**config.mk**
```make
export PLATFORM = sky130hd
export DESIGN_NAME = csb_fifo_top
export DESIGN_NICKNAME = d
export VERILOG_FILES = /design/src/source/csb_fifo_pkg.sv /design/src/source/fifo_wr_ctrl.sv /design/src/source/fifo_flop_ram.sv /design/src/source/fifo_rd_stage.sv /design/src/source/csb_fifo_top.sv
export SDC_FILE = /design/constraint.sdc
export NUM_CORES = 1
export LEC_CHECK = 0
export BUFFER_PORTS_ARGS = -buffer_cell sky130_fd_sc_hd__buf_2
export CORE_ASPECT_RATIO = 0.8
export CORE_MARGIN = 8
export CORE_UTILIZATION = 45
export DETAILED_ROUTE_END_ITERATION = 6
export PLACE_DENSITY = 0.66
export SLEW_MARGIN = 5
export SYNTH_ARGS = -nofsm -noshare
export SYNTH_HDL_FRONTEND = slang
export SYNTH_SLANG_ARGS = --single-unit
```
**constraint.sdc**
```tcl
create_clock -name rd_clk_rd_mgated -period 2.95 [get_ports rd_clk_rd_mgated]
set_input_delay 0.59 -clock rd_clk_rd_mgated [delete_from_list [all_inputs] [get_ports rd_clk_rd_mgated]]
set_output_delay 0.59 -clock rd_clk_rd_mgated [all_outputs]
set_load 0.02 [all_outputs]
```
**src/source/csb_fifo_pkg.sv**
```systemverilog
// ====================
// sizes and shared types for the control-bus master FIFO
// ====================

package csb_fifo_pkg;

    // ====================
    // sizes
    // ====================

    // number of flop RAM entries
    localparam int FIFO_DEPTH = 4;

    // payload width of one control-bus word
    localparam int DATA_W = 50;

    // RAM address width, log2 of depth
    localparam int ADR_W = 2;

    // count width, must also hold FIFO_DEPTH itself
    localparam int CNT_W = 3;

    // ====================
    // types
    // ====================

    typedef logic [DATA_W-1:0] fifo_data_t;
    typedef logic [ADR_W-1:0]  fifo_adr_t;
    typedef logic [CNT_W-1:0]  fifo_cnt_t;

endpackage

```
**src/source/fifo_wr_ctrl.sv**
```systemverilog
// ====================
// write admission, busy flags, write-side count, limit and write address
// ====================

module fifo_wr_ctrl (
    input  logic                     rd_clk_rd_mgated,
    input  logic                     wr_reset_,
    input  logic                     wr_req,
    input  csb_fifo_pkg::fifo_cnt_t  wr_limit,
    input  logic                     rd_popping,
    output logic                     wr_ready,
    output logic                     ram_iwe,
    output logic                     wr_pushing,
    output csb_fifo_pkg::fifo_adr_t  wr_adr
);
    import csb_fifo_pkg::*;

    // registered request, waits here while busy
    logic      wr_req_in;
    // input side held this cycle
    logic      wr_busy_in;
    // internal busy copy
    logic      wr_busy_int;
    logic      wr_busy_in_int;
    logic      wr_busy_next;
    logic      wr_busy_in_next;
    logic      wr_busy_in_next_req;
    logic      wr_busy_in_next_no_req;
    logic      wr_reserving;

    fifo_cnt_t wr_count;
    fifo_cnt_t wr_count_next_pop;
    fifo_cnt_t wr_count_next_no_pop;
    fifo_cnt_t wr_count_next;
    logic      wr_count_next_is_full;
    logic      wr_limit_hit;

    // ====================
    // admission
    // ====================

    assign wr_ready = !wr_busy_in;

    // capture data into the RAM input register on acceptance
    assign ram_iwe = wr_req && !wr_busy_in;

    // waiting request blocked by a busy fifo
    assign wr_busy_in_int = wr_req_in && wr_busy_int;

    // registered request meets free space
    assign wr_reserving = wr_req_in && !wr_busy_int;

    // the RAM entry is written in the reserving cycle
    assign wr_pushing = wr_reserving;

    // split on wr_req, it arrives late in the cycle
    assign wr_busy_in_next_req    = wr_busy_next;
    assign wr_busy_in_next_no_req = wr_req_in && wr_busy_next && !wr_reserving;
    assign wr_busy_in_next = wr_req ? wr_busy_in_next_req : wr_busy_in_next_no_req;

    always_ff @(posedge rd_clk_rd_mgated or negedge wr_reset_) begin
        if (!wr_reset_) begin
            wr_req_in  <= 1'b0;
            wr_busy_in <= 1'b0;
        end else begin
            wr_busy_in <= wr_busy_in_next;
            // hold a waiting request until space frees up
            if (!wr_busy_in_int) begin
                wr_req_in <= wr_req && !wr_busy_in;
            end
        end
    end

    // ====================
    // count and limit
    // ====================

    assign wr_count_next_pop    = wr_reserving ? wr_count : (wr_count - CNT_W'(1));
    assign wr_count_next_no_pop = wr_reserving ? (wr_count + CNT_W'(1)) : wr_count;
    assign wr_count_next        = rd_popping ? wr_count_next_pop : wr_count_next_no_pop;

    // a pop can never leave the count at full depth
    assign wr_count_next_is_full = !rd_popping &&
                                   (wr_count_next_no_pop == CNT_W'(FIFO_DEPTH));

    // limit of zero means full depth
    assign wr_limit_hit = (wr_limit != '0) && (wr_count_next >= wr_limit);

    assign wr_busy_next = wr_count_next_is_full || wr_limit_hit;

    always_ff @(posedge rd_clk_rd_mgated or negedge wr_reset_) begin
        if (!wr_reset_) begin
            wr_busy_int <= 1'b0;
            wr_count    <= '0;
        end else begin
            wr_busy_int <= wr_busy_next;
            // reserve and pop together leave the count as is
            if (wr_reserving ^ rd_popping) begin
                wr_count <= wr_count_next;
            end
        end
    end

    // ====================
    // write address
    // ====================

    // wraps naturally at depth 4
    always_ff @(posedge rd_clk_rd_mgated or negedge wr_reset_) begin
        if (!wr_reset_) begin
            wr_adr <= '0;
        end else if (wr_pushing) begin
            wr_adr <= wr_adr + ADR_W'(1);
        end
    end

endmodule

```
**src/source/fifo_flop_ram.sv**
```systemverilog
// ====================
// four-entry flop RAM with input data register
// ====================

module fifo_flop_ram (
    input  logic                      rd_clk_rd_mgated,
    input  csb_fifo_pkg::fifo_data_t  wr_data,
    input  logic                      ram_iwe,
    input  logic                      wr_pushing,
    input  csb_fifo_pkg::fifo_adr_t   wr_adr,
    input  csb_fifo_pkg::fifo_adr_t   rd_adr,
    output csb_fifo_pkg::fifo_data_t  ram_rd_data
);
    import csb_fifo_pkg::*;

    // input word, held while a request waits
    fifo_data_t di_d;

    // storage entries
    fifo_data_t ram_ff [FIFO_DEPTH];

    // ====================
    // write path
    // ====================

    // loads in the accept cycle
    always_ff @(posedge rd_clk_rd_mgated) begin
        if (ram_iwe) begin
            di_d <= wr_data;
        end
    end

    // entry written one cycle after acceptance, or later if the request waited
    always_ff @(posedge rd_clk_rd_mgated) begin
        for (int i = 0; i < FIFO_DEPTH; i++) begin
            if (wr_pushing && (wr_adr == ADR_W'(i))) begin
                ram_ff[i] <= di_d;
            end
        end
    end

    // ====================
    // read path
    // ====================

    // plain mux, no read register
    always_comb begin
        ram_rd_data = ram_ff[0];
        for (int i = 1; i < FIFO_DEPTH; i++) begin
            if (rd_adr == ADR_W'(i)) begin
                ram_rd_data = ram_ff[i];
            end
        end
    end

endmodule

```
**src/source/fifo_rd_stage.sv**
```systemverilog
// ====================
// read-side count and address, output valid and data register
// ====================

module fifo_rd_stage (
    input  logic                      rd_clk_rd_mgated,
    input  logic                      wr_reset_,
    input  logic                      wr_pushing,
    input  csb_fifo_pkg::fifo_data_t  ram_rd_data,
    input  logic                      rd_ready,
    output logic                      rd_popping,
    output csb_fifo_pkg::fifo_adr_t   rd_adr,
    output logic                      rd_req,
    output csb_fifo_pkg::fifo_data_t  rd_data
);
    import csb_fifo_pkg::*;

    // push notice, one cycle after the RAM write
    logic      rd_pushing;
    // entries visible to the read side
    fifo_cnt_t rd_count_p;
    fifo_cnt_t rd_count_p_next;
    // an entry can be popped this cycle
    logic      rd_req_p;
    logic      rd_req_next;

    // ====================
    // push notice
    // ====================

    always_ff @(posedge rd_clk_rd_mgated or negedge wr_reset_) begin
        if (!wr_reset_) begin
            rd_pushing <= 1'b0;
        end else begin
            rd_pushing <= wr_pushing;
        end
    end

    // ====================
    // count and address
    // ====================

    assign rd_req_p = (rd_count_p != '0) || rd_pushing;

    // pop unless the output register is full and stalled
    assign rd_popping = rd_req_p && !(rd_req && !rd_ready);

    always_comb begin
        case ({rd_pushing, rd_popping})
            2'b10:   rd_count_p_next = rd_count_p + CNT_W'(1);
            2'b01:   rd_count_p_next = rd_count_p - CNT_W'(1);
            default: rd_count_p_next = rd_count_p;
        endcase
    end

    always_ff @(posedge rd_clk_rd_mgated or negedge wr_reset_) begin
        if (!wr_reset_) begin
            rd_count_p <= '0;
            rd_adr     <= '0;
        end else begin
            rd_count_p <= rd_count_p_next;
            if (rd_popping) begin
                rd_adr <= rd_adr + ADR_W'(1);
            end
        end
    end

    // ====================
    // output stage
    // ====================

    // stays up while the consumer stalls
    assign rd_req_next = rd_req_p || (rd_req && !rd_ready);

    always_ff @(posedge rd_clk_rd_mgated or negedge wr_reset_) begin
        if (!wr_reset_) begin
            rd_req <= 1'b0;
        end else begin
            rd_req <= rd_req_next;
        end
    end

    // data only moves on a pop, so it holds under back-pressure
    always_ff @(posedge rd_clk_rd_mgated) begin
        if (rd_popping) begin
            rd_data <= ram_rd_data;
        end
    end

endmodule

```
**src/source/csb_fifo_top.sv**
```systemverilog
// ====================
// FIFO top level
// write control, flop RAM and read output stage
// ====================

module csb_fifo_top (
    input  logic                      rd_clk_rd_mgated,
    input  logic                      wr_reset_,
    // write side
    input  logic                      wr_req,
    input  csb_fifo_pkg::fifo_data_t  wr_data,
    input  csb_fifo_pkg::fifo_cnt_t   wr_limit,
    output logic                      wr_ready,
    // read side
    input  logic                      rd_ready,
    output logic                      rd_req,
    output csb_fifo_pkg::fifo_data_t  rd_data
);
    import csb_fifo_pkg::*;

    // write control to RAM and read stage
    logic       ram_iwe;
    logic       wr_pushing;
    fifo_adr_t  wr_adr;

    // read stage to RAM and write control
    logic       rd_popping;
    fifo_adr_t  rd_adr;
    fifo_data_t ram_rd_data;

    // ====================
    // write side
    // ====================

    fifo_wr_ctrl u_wr_ctrl (
        .rd_clk_rd_mgated (rd_clk_rd_mgated),
        .wr_reset_        (wr_reset_),
        .wr_req           (wr_req),
        .wr_limit         (wr_limit),
        .rd_popping       (rd_popping),
        .wr_ready         (wr_ready),
        .ram_iwe          (ram_iwe),
        .wr_pushing       (wr_pushing),
        .wr_adr           (wr_adr)
    );

    // flop RAM, data register in front of the entries
    fifo_flop_ram u_ram (
        .rd_clk_rd_mgated (rd_clk_rd_mgated),
        .wr_data          (wr_data),
        .ram_iwe          (ram_iwe),
        .wr_pushing       (wr_pushing),
        .wr_adr           (wr_adr),
        .rd_adr           (rd_adr),
        .ram_rd_data      (ram_rd_data)
    );

    // ====================
    // read side
    // ====================

    // push notice is delayed inside, pop notice goes back directly
    fifo_rd_stage u_rd_stage (
        .rd_clk_rd_mgated (rd_clk_rd_mgated),
        .wr_reset_        (wr_reset_),
        .wr_pushing       (wr_pushing),
        .ram_rd_data      (ram_rd_data),
        .rd_ready         (rd_ready),
        .rd_popping       (rd_popping),
        .rd_adr           (rd_adr),
        .rd_req           (rd_req),
        .rd_data          (rd_data)
    );

endmodule

```
==> metrics, run 1 <==
status finished clean; leakage 4.85 nW; Worst slew margin 0.472; Resized cells post-CTS 0; Port Buffers 108; Post-Place Cells 1,084; RSZ-0062 raised after global routing false; Synth async-reset ratio 0.0476; Congestion Overflow GR 0; Total GRT Usage 0.135; PwrDens 1100 mW/mm^2; HPWL Detailed 12,100 um; GR Util met3 0.0298; drt drc 0; Pre-antenna DRT Iters 4; share of the synthesized area in the top cell type 0.787; synthesized area 0.0114 sq mm; Worst setup EP type flip-flop; Row Count 52; synthesis warning total 0; maximum vdd ir drop 0.482 mV; Clock Pin Slew Worst Setup and Hold Paths 0.06 ns; Total Wirelength 20,600 um; crit path DAT 2.80 ns; Area contributors post-synth edfxtp_1 (79%), mux2i_1 (4.4%), dfrtp_1 (3.3%); most numerous cell in the Yosys netlist edfxtp_1; Crit Path Class reg -> reg; Starting Density 0.455; H-Tree Depth 1; vias 5,596; vias in the first global route 5,732; Layout Area Growth over Synthesis 19.2%; fin crit share 0.801; Max-Cap Viols 0; path type of the worst min-delay path in -> reg; final worst slack 0.588 ns; crit start category flip-flop; CP required 3.38 ns; Worst-Margin Slew 0.791 ns; Num CTS Buffers 31; non-filler cells, final 1,141; synth unique cells 32; full die area 0.0308 sq mm; Tmin final 2.36 ns; Top FF cell, synth edfxtp_1; Skew-Pair Late Insertion Delay 0.55 ns; Reg2Reg Setup Slack 0.59 ns; CTS Sinks 315; share of the yosys chip area belonging to registers 0.820; share of cells above drive strength 1 0.223; antenna cells 0; register bit total from synthesis 315; WL/cell 18.1 um; Initial DRC Count 296; Synth Net Count 740; largest net degree at the start of global routing 71; area leader, netlist edfxtp_1; Bufs on Longest Clock Path 3; total power 15.0 mW; Core Area 0.0252 sq mm; met2 usage in global routing 0.225; list of most frequent post-synthesis cells edfxtp_1 (300), nand2_1 (56), o21ai_0 (54), a21oi_1 (51), nor2_1 (51); pre-CTS WS 0.504 ns; first-pass GRT wire length 32,400 um; CTS tree done; post-synthesis cell count 669; global routing's busiest layer met2; setup violators final 0; Worst Skew 0.0198 ns; final hold viol count 0; Post-synth EDFFs 300; initial antenna violation count 0; DIE WIDTH 194 um; Syn Area/Cell 17.1 sq um; Vias/cell 4.90; Max Transition Viols Final 0; max frequency 423 MHz; RePlAce Congestion 0.735; Die Y-Extent 159 um; Root Buffer clkbuf_16; setup TNS after final layout 0 ns; CP Max Fanout 15; met1 usage 0.180; Routed Antenna Nets 0; WHS 0.216 ns; post-layout net count 865; IO Count 109
## stage by stage
step | util | instance area, sq um
after floorplan | - | 11400
after detailed placement | 0.498 | 12500
final | 0.542 | 13600
after global placement | 0.498 | 12500
after CTS | 0.542 | 13600
after global routing | 0.542 | 13600
## worst max-delay path, cell delays in order, from the launching register on
cell      delay (ns)
dfrtp_1         0.41
nor4_2          0.33
a21o_4          0.17
inv_4           0.10
xnor2_1         0.23
inv_1           0.08
ha_1            0.26
nand2b_1        0.13
a211oi_1        0.28
o32ai_2         0.13
o21a_1          0.12
## what timing repair did
action,in CTS,in global routing
hold buffers,1,0
hold endpoints to repair,15,0
buffers inserted,0,0
## routing by layer
metal,part of all wire,vias to the layer above
li1,-,2748
met4,0.017,0
met1,0.47,2706
met3,0.050,30
met2,0.46,112
met5,0,-
## kinds of logic after synthesis
group	count (synthesis)	synth area share
compound gates	113	0.0524
xor+xnor	10	0.00765
fa+ha+maj	15	0.0168
buf+inv	46	0.0158
flops	315	0.820
mux	51	0.0449
simple gates	119	0.0426
## flip-flops by register name (all words and copies together) (netlist names), 2 cells and up
register and count:
u_ram.di_d 50, u_ram.ram_ff 200, u_rd_stage.rd_adr 2, u_rd_stage.rd_count_p 3
u_rd_stage.rd_data 50, u_wr_ctrl.wr_adr 2, u_wr_ctrl.wr_count 3
## final timing paths
| kind | startpoint | end | depth (start not counted) |
|---|---|---|---|
| min in group asynchronous | wr_reset_ | u_wr_ctrl.wr_adr[0] | 2 |
| min reg2reg | u_ram.di_d[22] | u_ram.ram_ff[0][22] | 0 |
| max in group asynchronous | wr_reset_ | u_rd_stage.rd_req | 2 |
| max reg2reg | u_rd_stage.rd_count_p[0] | u_wr_ctrl.wr_busy_in | 10 |
| min | wr_data[17] | u_ram.di_d[17] | 1 |
| max | u_rd_stage.rd_count_p[0] | u_wr_ctrl.wr_busy_in | 10 |
## cells in the final DEF, fill, tap and decap left out, types with 4 or more instances in the layout
| cell type | instances |
|---|---|
| ha_1 | 10 |
| edfxtp_1 | 300 |
| dfrtp_1 | 15 |
| o21ai_0 | 54 |
| xor2_1 | 5 |
| nand2_1 | 56 |
| clkinv_1 | 4 |
| inv_1 | 16 |
| buf_12 | 10 |
| clkinv_2 | 5 |
| xnor2_1 | 5 |
| mux2i_1 | 50 |
| a21oi_1 | 51 |
| and2_4 | 4 |
| buf_2 | 108 |
| nor2_1 | 51 |
| clkbuf_1 | 4 |
| bufinv_16 | 7 |
| clkbuf_16 | 31 |
## area by class of cell
| class | instances | area, sq um |
|---|---|---|
| clock inverters | 20 | 282 |
| well taps | 324 | 405 |
| multi-input cells | 308 | 1940 |
| clock buffers | 36 | 805 |
| inverters | 17 | 66.3 |
| repair buffers | 121 | 766 |
| fillers | 1997 | 11500 |
| flip-flops and latches | 315 | 9380 |
## report_power, final
group	leakage, nW	total [mW]	internal (mW)	switching, mW
logic	1.35	3.97	1.42	2.55
clock network	0.523	4.14	2.55	1.59
registers	2.97	6.89	6.44	0.450
total	4.85	15.0	10.4	4.59
No activity file was read; power rests on OpenSTA's default activity.
==> inputs of run 2 (changes only) <==
==> constraint.sdc (replaced) <==
create_clock -name rd_clk_rd_mgated -period 2.1 [get_ports rd_clk_rd_mgated]
set_input_delay 0.42 -clock rd_clk_rd_mgated [delete_from_list [all_inputs] [get_ports rd_clk_rd_mgated]]
set_output_delay 0.42 -clock rd_clk_rd_mgated [all_outputs]
set_load 0.02 [all_outputs]
==> metrics, run 2 (synthesis results as in run 1) <==
status finished, violations left; HPWL Detailed 12,500 um (+2.8%); fin area 0.0138 sq mm (+1.5%); Fill cells 1,968 (-1.5%); Layout Area Growth over Synthesis 20.9%; leakage 4.94 nW (+1.9%); most common cell after layout, fill and taps aside edfxtp_1; Post-Place Cells 1,099 (+1.4%); Largest regs u_ram.ram_ff x200, u_ram.di_d x50, u_rd_stage.rd_data x50; CP cell instances nor4_4, a21o_4, buf_6, a21oi_4, o22ai_2, ha_1, a211oi_2, o32ai_2, o21a_1; Top reg by flops u_ram.ram_ff; Skew-Pair Late Insertion Delay 0.56 ns (about the same); Worst setup EP type flip-flop; vias 5,673 (+1.4%); Routed Antenna Nets 0 (unchanged); H-Tree Depth 1 (unchanged); Worst slew margin 0.696 (+0.224); Max Transition Viols Final 0 (unchanged); Tmin final 2.11 ns (-0.248 ns); Num CTS Buffers 31 (unchanged); setup violators final 1 (+1); Crit Path Class reg -> reg; largest net degree at the start of global routing 43 (-39%); Row Count 52 (unchanged); most frequent cells in the layout edfxtp_1 (300), buf_2 (108), nand2_1 (56); pre-CTS WS -0.147 ns (-0.651 ns); first-pass GRT wire length 32,200 um (-0.74%); CTS Sinks 315 (unchanged); Total Wirelength 20,700 um (+0.33%); final hold viol count 0 (unchanged); max frequency 473 MHz (+12%); Root Buffer clkbuf_16; RePlAce Congestion 0.743 (+0.97%); CP Max Fanout 4 (-11); Worst-Margin Slew 0.456 ns (-0.335 ns); placed cell area 0.0128 sq mm (+1.7%); maximum vdd ir drop 0.932 mV (+93%); CP required 2.54 ns (-0.84 ns); initial antenna violation count 0 (unchanged); final worst slack -0.0143 ns (-0.602 ns); fin crit share 1.01 (+0.206); Bufs on Longest Clock Path 3 (unchanged); failing checks setup timing; CTS tree done; antenna cells 0 (unchanged); Worst Path Buf+Inv 1 (-1); Starting Density 0.455 (unchanged); PwrDens 1540 mW/mm^2 (+40%); Total GRT Usage 0.133 (-0.00152); Largest register FFs 200 (unchanged); Core Area 0.0252 sq mm (unchanged); share of cells above drive strength 1 0.244 (+0.0215); Vias/cell 4.91 (+0.15%); WL/cell 17.9 um (-0.89%); full die area 0.0308 sq mm (unchanged); Congestion Overflow GR 0 (unchanged); delay-heaviest family, CP compound AO/OA/AOI/OAI gates; Clock Pin Slew Worst Setup and Hold Paths 0.06 ns (about the same); Worst Skew 0.0288 ns (+0.00909 ns); non-filler cells, final 1,155 (+1.2%); Pre-antenna DRT Iters 4 (unchanged); vias in the first global route 5,711 (-0.37%); IO Count 109 (unchanged); Die Y-Extent 159 um (unchanged); Initial DRC Count 281 (-5.1%); max incr delay on CP 0.40 ns (about the same); path type of the worst min-delay path in -> reg; Port Buffers 108 (unchanged); RSZ-0062 raised after global routing true; drt drc 0 (unchanged); post-layout net count 881 (+1.8%); DIE WIDTH 194 um (unchanged); crit path DAT 2.55 ns (-0.25 ns); Crit-path slowest cell dfrtp_1; crit start category flip-flop; Max-Cap Viols 0 (unchanged)
run 2: worst paths after layout:
kind,cells past startpoint,slack [ns],from,endpoint
min reg2reg,0,0.49,u_ram.di_d[28],u_ram.ram_ff[3][28]
max reg2reg,9,-0.01,u_rd_stage.rd_pushing,u_wr_ctrl.wr_busy_in
min in group asynchronous,2,0.30,wr_reset_,u_wr_ctrl.wr_adr[1]
max,9,-0.01,u_rd_stage.rd_pushing,u_wr_ctrl.wr_busy_in
max in group asynchronous,2,1.53,wr_reset_,u_wr_ctrl.wr_count[2]
min,1,0.04,wr_data[48],u_ram.di_d[48]
run 2: worst reg2reg max path: stages (launching register included):
cell	delay, ns
dfrtp_1	0.40
nor4_4	0.31
a21o_4	0.20
buf_6	0.13
a21oi_4	0.05
o22ai_2	0.19
ha_1	0.26
a211oi_2	0.23
o32ai_2	0.11
o21a_1	0.13
run 2: stage by stage:
step / setup TNS (ns) / hold WS, ns / power [mW] / util
2_1_floorplan: -0.0106 / 0.124 / 13.5 / -
3_3_place_gp: -0.196 / 0.358 / 15.8 / 0.507
3_5_place_dp: -0.202 / 0.355 / 15.9 / 0.507
4_1_cts: -0.0421 / 0.0113 / 21.5 / 0.548
5_1_grt: -0.162 / 0.0168 / 22.5 / 0.550
6_report: -0.0143 / 0.0414 / 21.3 / 0.550
run 2: final cells by class:
type	count	area, sq um	area share
Sequential cell	315	9380	0.678
Inverter	17	80.1	0.00578
Tap cell	324	405	0.0293
Timing Repair Buffer	137	952	0.0688
Multi-Input combinational cell	308	2030	0.147
Clock inverter	16	190	0.0137
Clock buffer	38	802	0.0579
run 2: where the power goes:
group	total (mW)	internal, mW	switching, mW
registers	9.62	9.04	0.588
logic	6.25	2.42	3.83
clock network	5.39	3.19	2.20
run 2: repair_timing:
action | in CTS | in global routing
gates resized for setup | 4 | 5
endpoints found under the hold margin | 15 | 0
setup buffers | 1 | 0
pin swaps | 5 | 7
hold buffers | 1 | 0
setup endpoints to repair | 2 | 2
run 2: per-layer routing:
| metal | GRT usage | vias up | share of wire |
|---|---|---|---|
| li1 | - | 2776 | - |
| met3 | 0.0300 | 21 | 0.052 |
| met2 | 0.218 | 130 | 0.47 |
| met1 | 0.183 | 2746 | 0.47 |
| met5 | 0 | - | 0 |
| met4 | 0.0265 | 0 | 0.012 |
==> inputs of run 3 (changes only) <==
--- a/config.mk
+++ b/config.mk
@@ -5,12 +5,14 @@
 export SDC_FILE = /design/constraint.sdc
 export NUM_CORES = 1
 export LEC_CHECK = 0
+export ABC_CLOCK_PERIOD_IN_PS = 2100
 export BUFFER_PORTS_ARGS = -buffer_cell sky130_fd_sc_hd__buf_2
 export CORE_ASPECT_RATIO = 0.8
 export CORE_MARGIN = 8
 export CORE_UTILIZATION = 45
 export DETAILED_ROUTE_END_ITERATION = 6
 export PLACE_DENSITY = 0.66
+export REMOVE_ABC_BUFFERS = 1
 export SLEW_MARGIN = 5
 export SYNTH_ARGS = -nofsm -noshare
 export SYNTH_HDL_FRONTEND = slang
==> metrics, run 3 (synthesis results as in run 1) <==
share of cells above drive strength 1 0.253 (+0.00870); Worst setup EP type flip-flop; reg2reg start u_rd_stage.rd_count_p[1]; Crit-path slowest cell dfrtp_1; fin crit share 1.00 (-0.00343); CP cell instances nor4_4, a21o_4, buf_6, a21oi_2, o22ai_1, ha_1, a211oi_2, o32ai_2, o21a_1; Congestion Overflow GR 0 (unchanged); register area 0.00938 sq mm (unchanged); CP Max Fanout 3 (-1); RSZ-0062 raised after global routing true; HPWL Detailed 12,500 um (+0.60%); most frequent cells in the layout edfxtp_1 (300), buf_2 (108), nand2_1 (56); Worst-Margin Slew 0.652 ns (+0.196 ns); CTS tree done; Root Buffer clkbuf_16; HP Start wr_data[49]; Starting Density 0.455 (unchanged); Multi-input gate area 0.00201 sq mm (-0.99%); Total GRT Usage 0.134 (+0.000248); Skew-Pair Late Insertion Delay 0.55 ns (about the same); Pre-antenna DRT Iters 4 (unchanged); Worst slew margin 0.565 (-0.131); most common cell after layout, fill and taps aside edfxtp_1; non-filler cells, final 1,162 (+0.61%); Port Buffers 108 (unchanged); final worst slack -0.00705 ns (+0.00720 ns); Worst Path Buf+Inv 1 (unchanged); max frequency 475 MHz (+0.34%); crit path DAT 2.55 ns (about the same); total power 21.1 mW (-0.66%); Critical Path Source u_rd_stage.rd_count_p[1]; antenna cells 0 (unchanged); DIE WIDTH 194 um (unchanged); largest net degree at the start of global routing 51 (+19%); Tmin final 2.11 ns (-0.00720 ns); leakage 4.94 nW (+0.11%); CP required 2.55 ns (about the same); drt drc 0 (unchanged); Crit Path Class reg -> reg; Die Y-Extent 159 um (unchanged); CTS Sinks 315 (unchanged); Layout Area Growth over Synthesis 20.8%; max incr delay on CP 0.40 ns (about the same); IO Count 109 (unchanged); final hold viol count 0 (unchanged); initial antenna violation count 1 (+1); vias 5,696 (+0.41%); crit start category flip-flop; Clock Pin Slew Worst Setup and Hold Paths 0.06 ns (about the same); Max Transition Viols Final 0 (unchanged); Worst Skew 0.0189 ns (-0.00992 ns); full die area 0.0308 sq mm (unchanged); RePlAce Congestion 0.712 (-4.1%); Num CTS Buffers 31 (unchanged); path type of the worst min-delay path in -> reg; WL/cell 17.7 um (-1.1%); PwrDens 1530 mW/mm^2 (-0.50%); Total Wirelength 20,600 um (-0.50%); Max-Cap Viols 0 (unchanged); Largest regs u_ram.ram_ff x200, u_ram.di_d x50, u_rd_stage.rd_data x50; H-Tree Depth 1 (unchanged); Initial DRC Count 241 (-14%); Row Count 52 (unchanged); Bufs on Longest Clock Path 3 (unchanged); Largest register FFs 200 (unchanged); post-layout net count 887 (+0.68%); maximum vdd ir drop 0.808 mV (-13%); status finished, violations left; Fill cells 1,977 (+0.46%); Post-Place Cells 1,103 (+0.36%); Routed Antenna Nets 0 (unchanged); failing checks setup timing; delay-heaviest family, CP compound AO/OA/AOI/OAI gates; vias in the first global route 5,918 (+3.6%); setup violators final 1 (unchanged); first-pass GRT wire length 32,500 um (+0.98%); Vias/cell 4.90 (-0.20%); Core Area 0.0252 sq mm (unchanged); Top reg by flops u_ram.ram_ff
==> run 3: timing repair <==
| item | 4_1_cts | 5_1_grt |
|---|---|---|
| gates resized for setup | 7 | 8 |
| endpoints found under the setup margin | 2 | 3 |
| endpoints found under the hold margin | 15 | 0 |
| setup buffers | 1 | 2 |
| pin swaps | 5 | 3 |
| hold buffers | 1 | 0 |
==> run 3: layout make-up <==
cell class / instances / area share
flip-flops and latches: 315 / 0.679
multi-input cells: 308 / 0.145
repair buffers: 143 / 0.0703
clock buffers: 32 / 0.0564
well taps: 324 / 0.0293
clock inverters: 23 / 0.0147
inverters: 17 / 0.00498
==> run 3: worst reg2reg max path, stage by stage, from the launching register on <==
cell      delay (ns)
dfrtp_1         0.40
nor4_4          0.32
a21o_4          0.17
buf_6           0.11
a21oi_2         0.05
o22ai_1         0.20
ha_1            0.27
a211oi_2        0.25
o32ai_2         0.11
o21a_1          0.11
==> run 3: through the flow <==
step                TNS [ns]  utilization  instance area [sq um]  hold WS, ns  setup WS (ns)
floorplan            -164.24            -                  11300        0.124          -1.02
global placement      -0.113        0.506                  12700        0.345         -0.102
detailed placement    -0.382        0.506                  12700        0.350         -0.239
CTS                  -0.0214        0.547                  13800       0.0130        -0.0214
global route          -0.119        0.549                  13800       0.0137         -0.110
finish              -0.00705        0.549                  13800       0.0381       -0.00705
==> run 3: power by group <==
group	switching (mW)	internal, mW	total, mW	leakage [nW]
Combinational	3.80	2.40	6.20	1.50
Clock	2.24	3.06	5.30	0.474
Sequential	0.585	9.04	9.62	2.97
==> run 3: path summary, 6_finish.rpt <==
| check | to | slack (ns) | cells after the start |
|---|---|---|---|
| hold reg to reg | u_ram.ram_ff[0][5] | 0.50 | 0 |
| min in group asynchronous | u_wr_ctrl.wr_busy_int | 0.30 | 2 |
| setup / recovery | u_wr_ctrl.wr_busy_in | -0.007 | 9 |
| hold / removal | u_ram.di_d[49] | 0.04 | 1 |
| max in group asynchronous | u_rd_stage.rd_req | 1.54 | 2 |
| setup reg to reg | u_wr_ctrl.wr_busy_in | -0.007 | 9 |
==> run 3: routing by layer <==
metal  vias to the layer above  GRT usage  routed length (um)
li1                       2799          -                   -
met1                      2749      0.180                9610
met2                       112      0.218                9520
met3                        34     0.0321                1030
met4                         2     0.0319                 399
met5                         -          0                   9
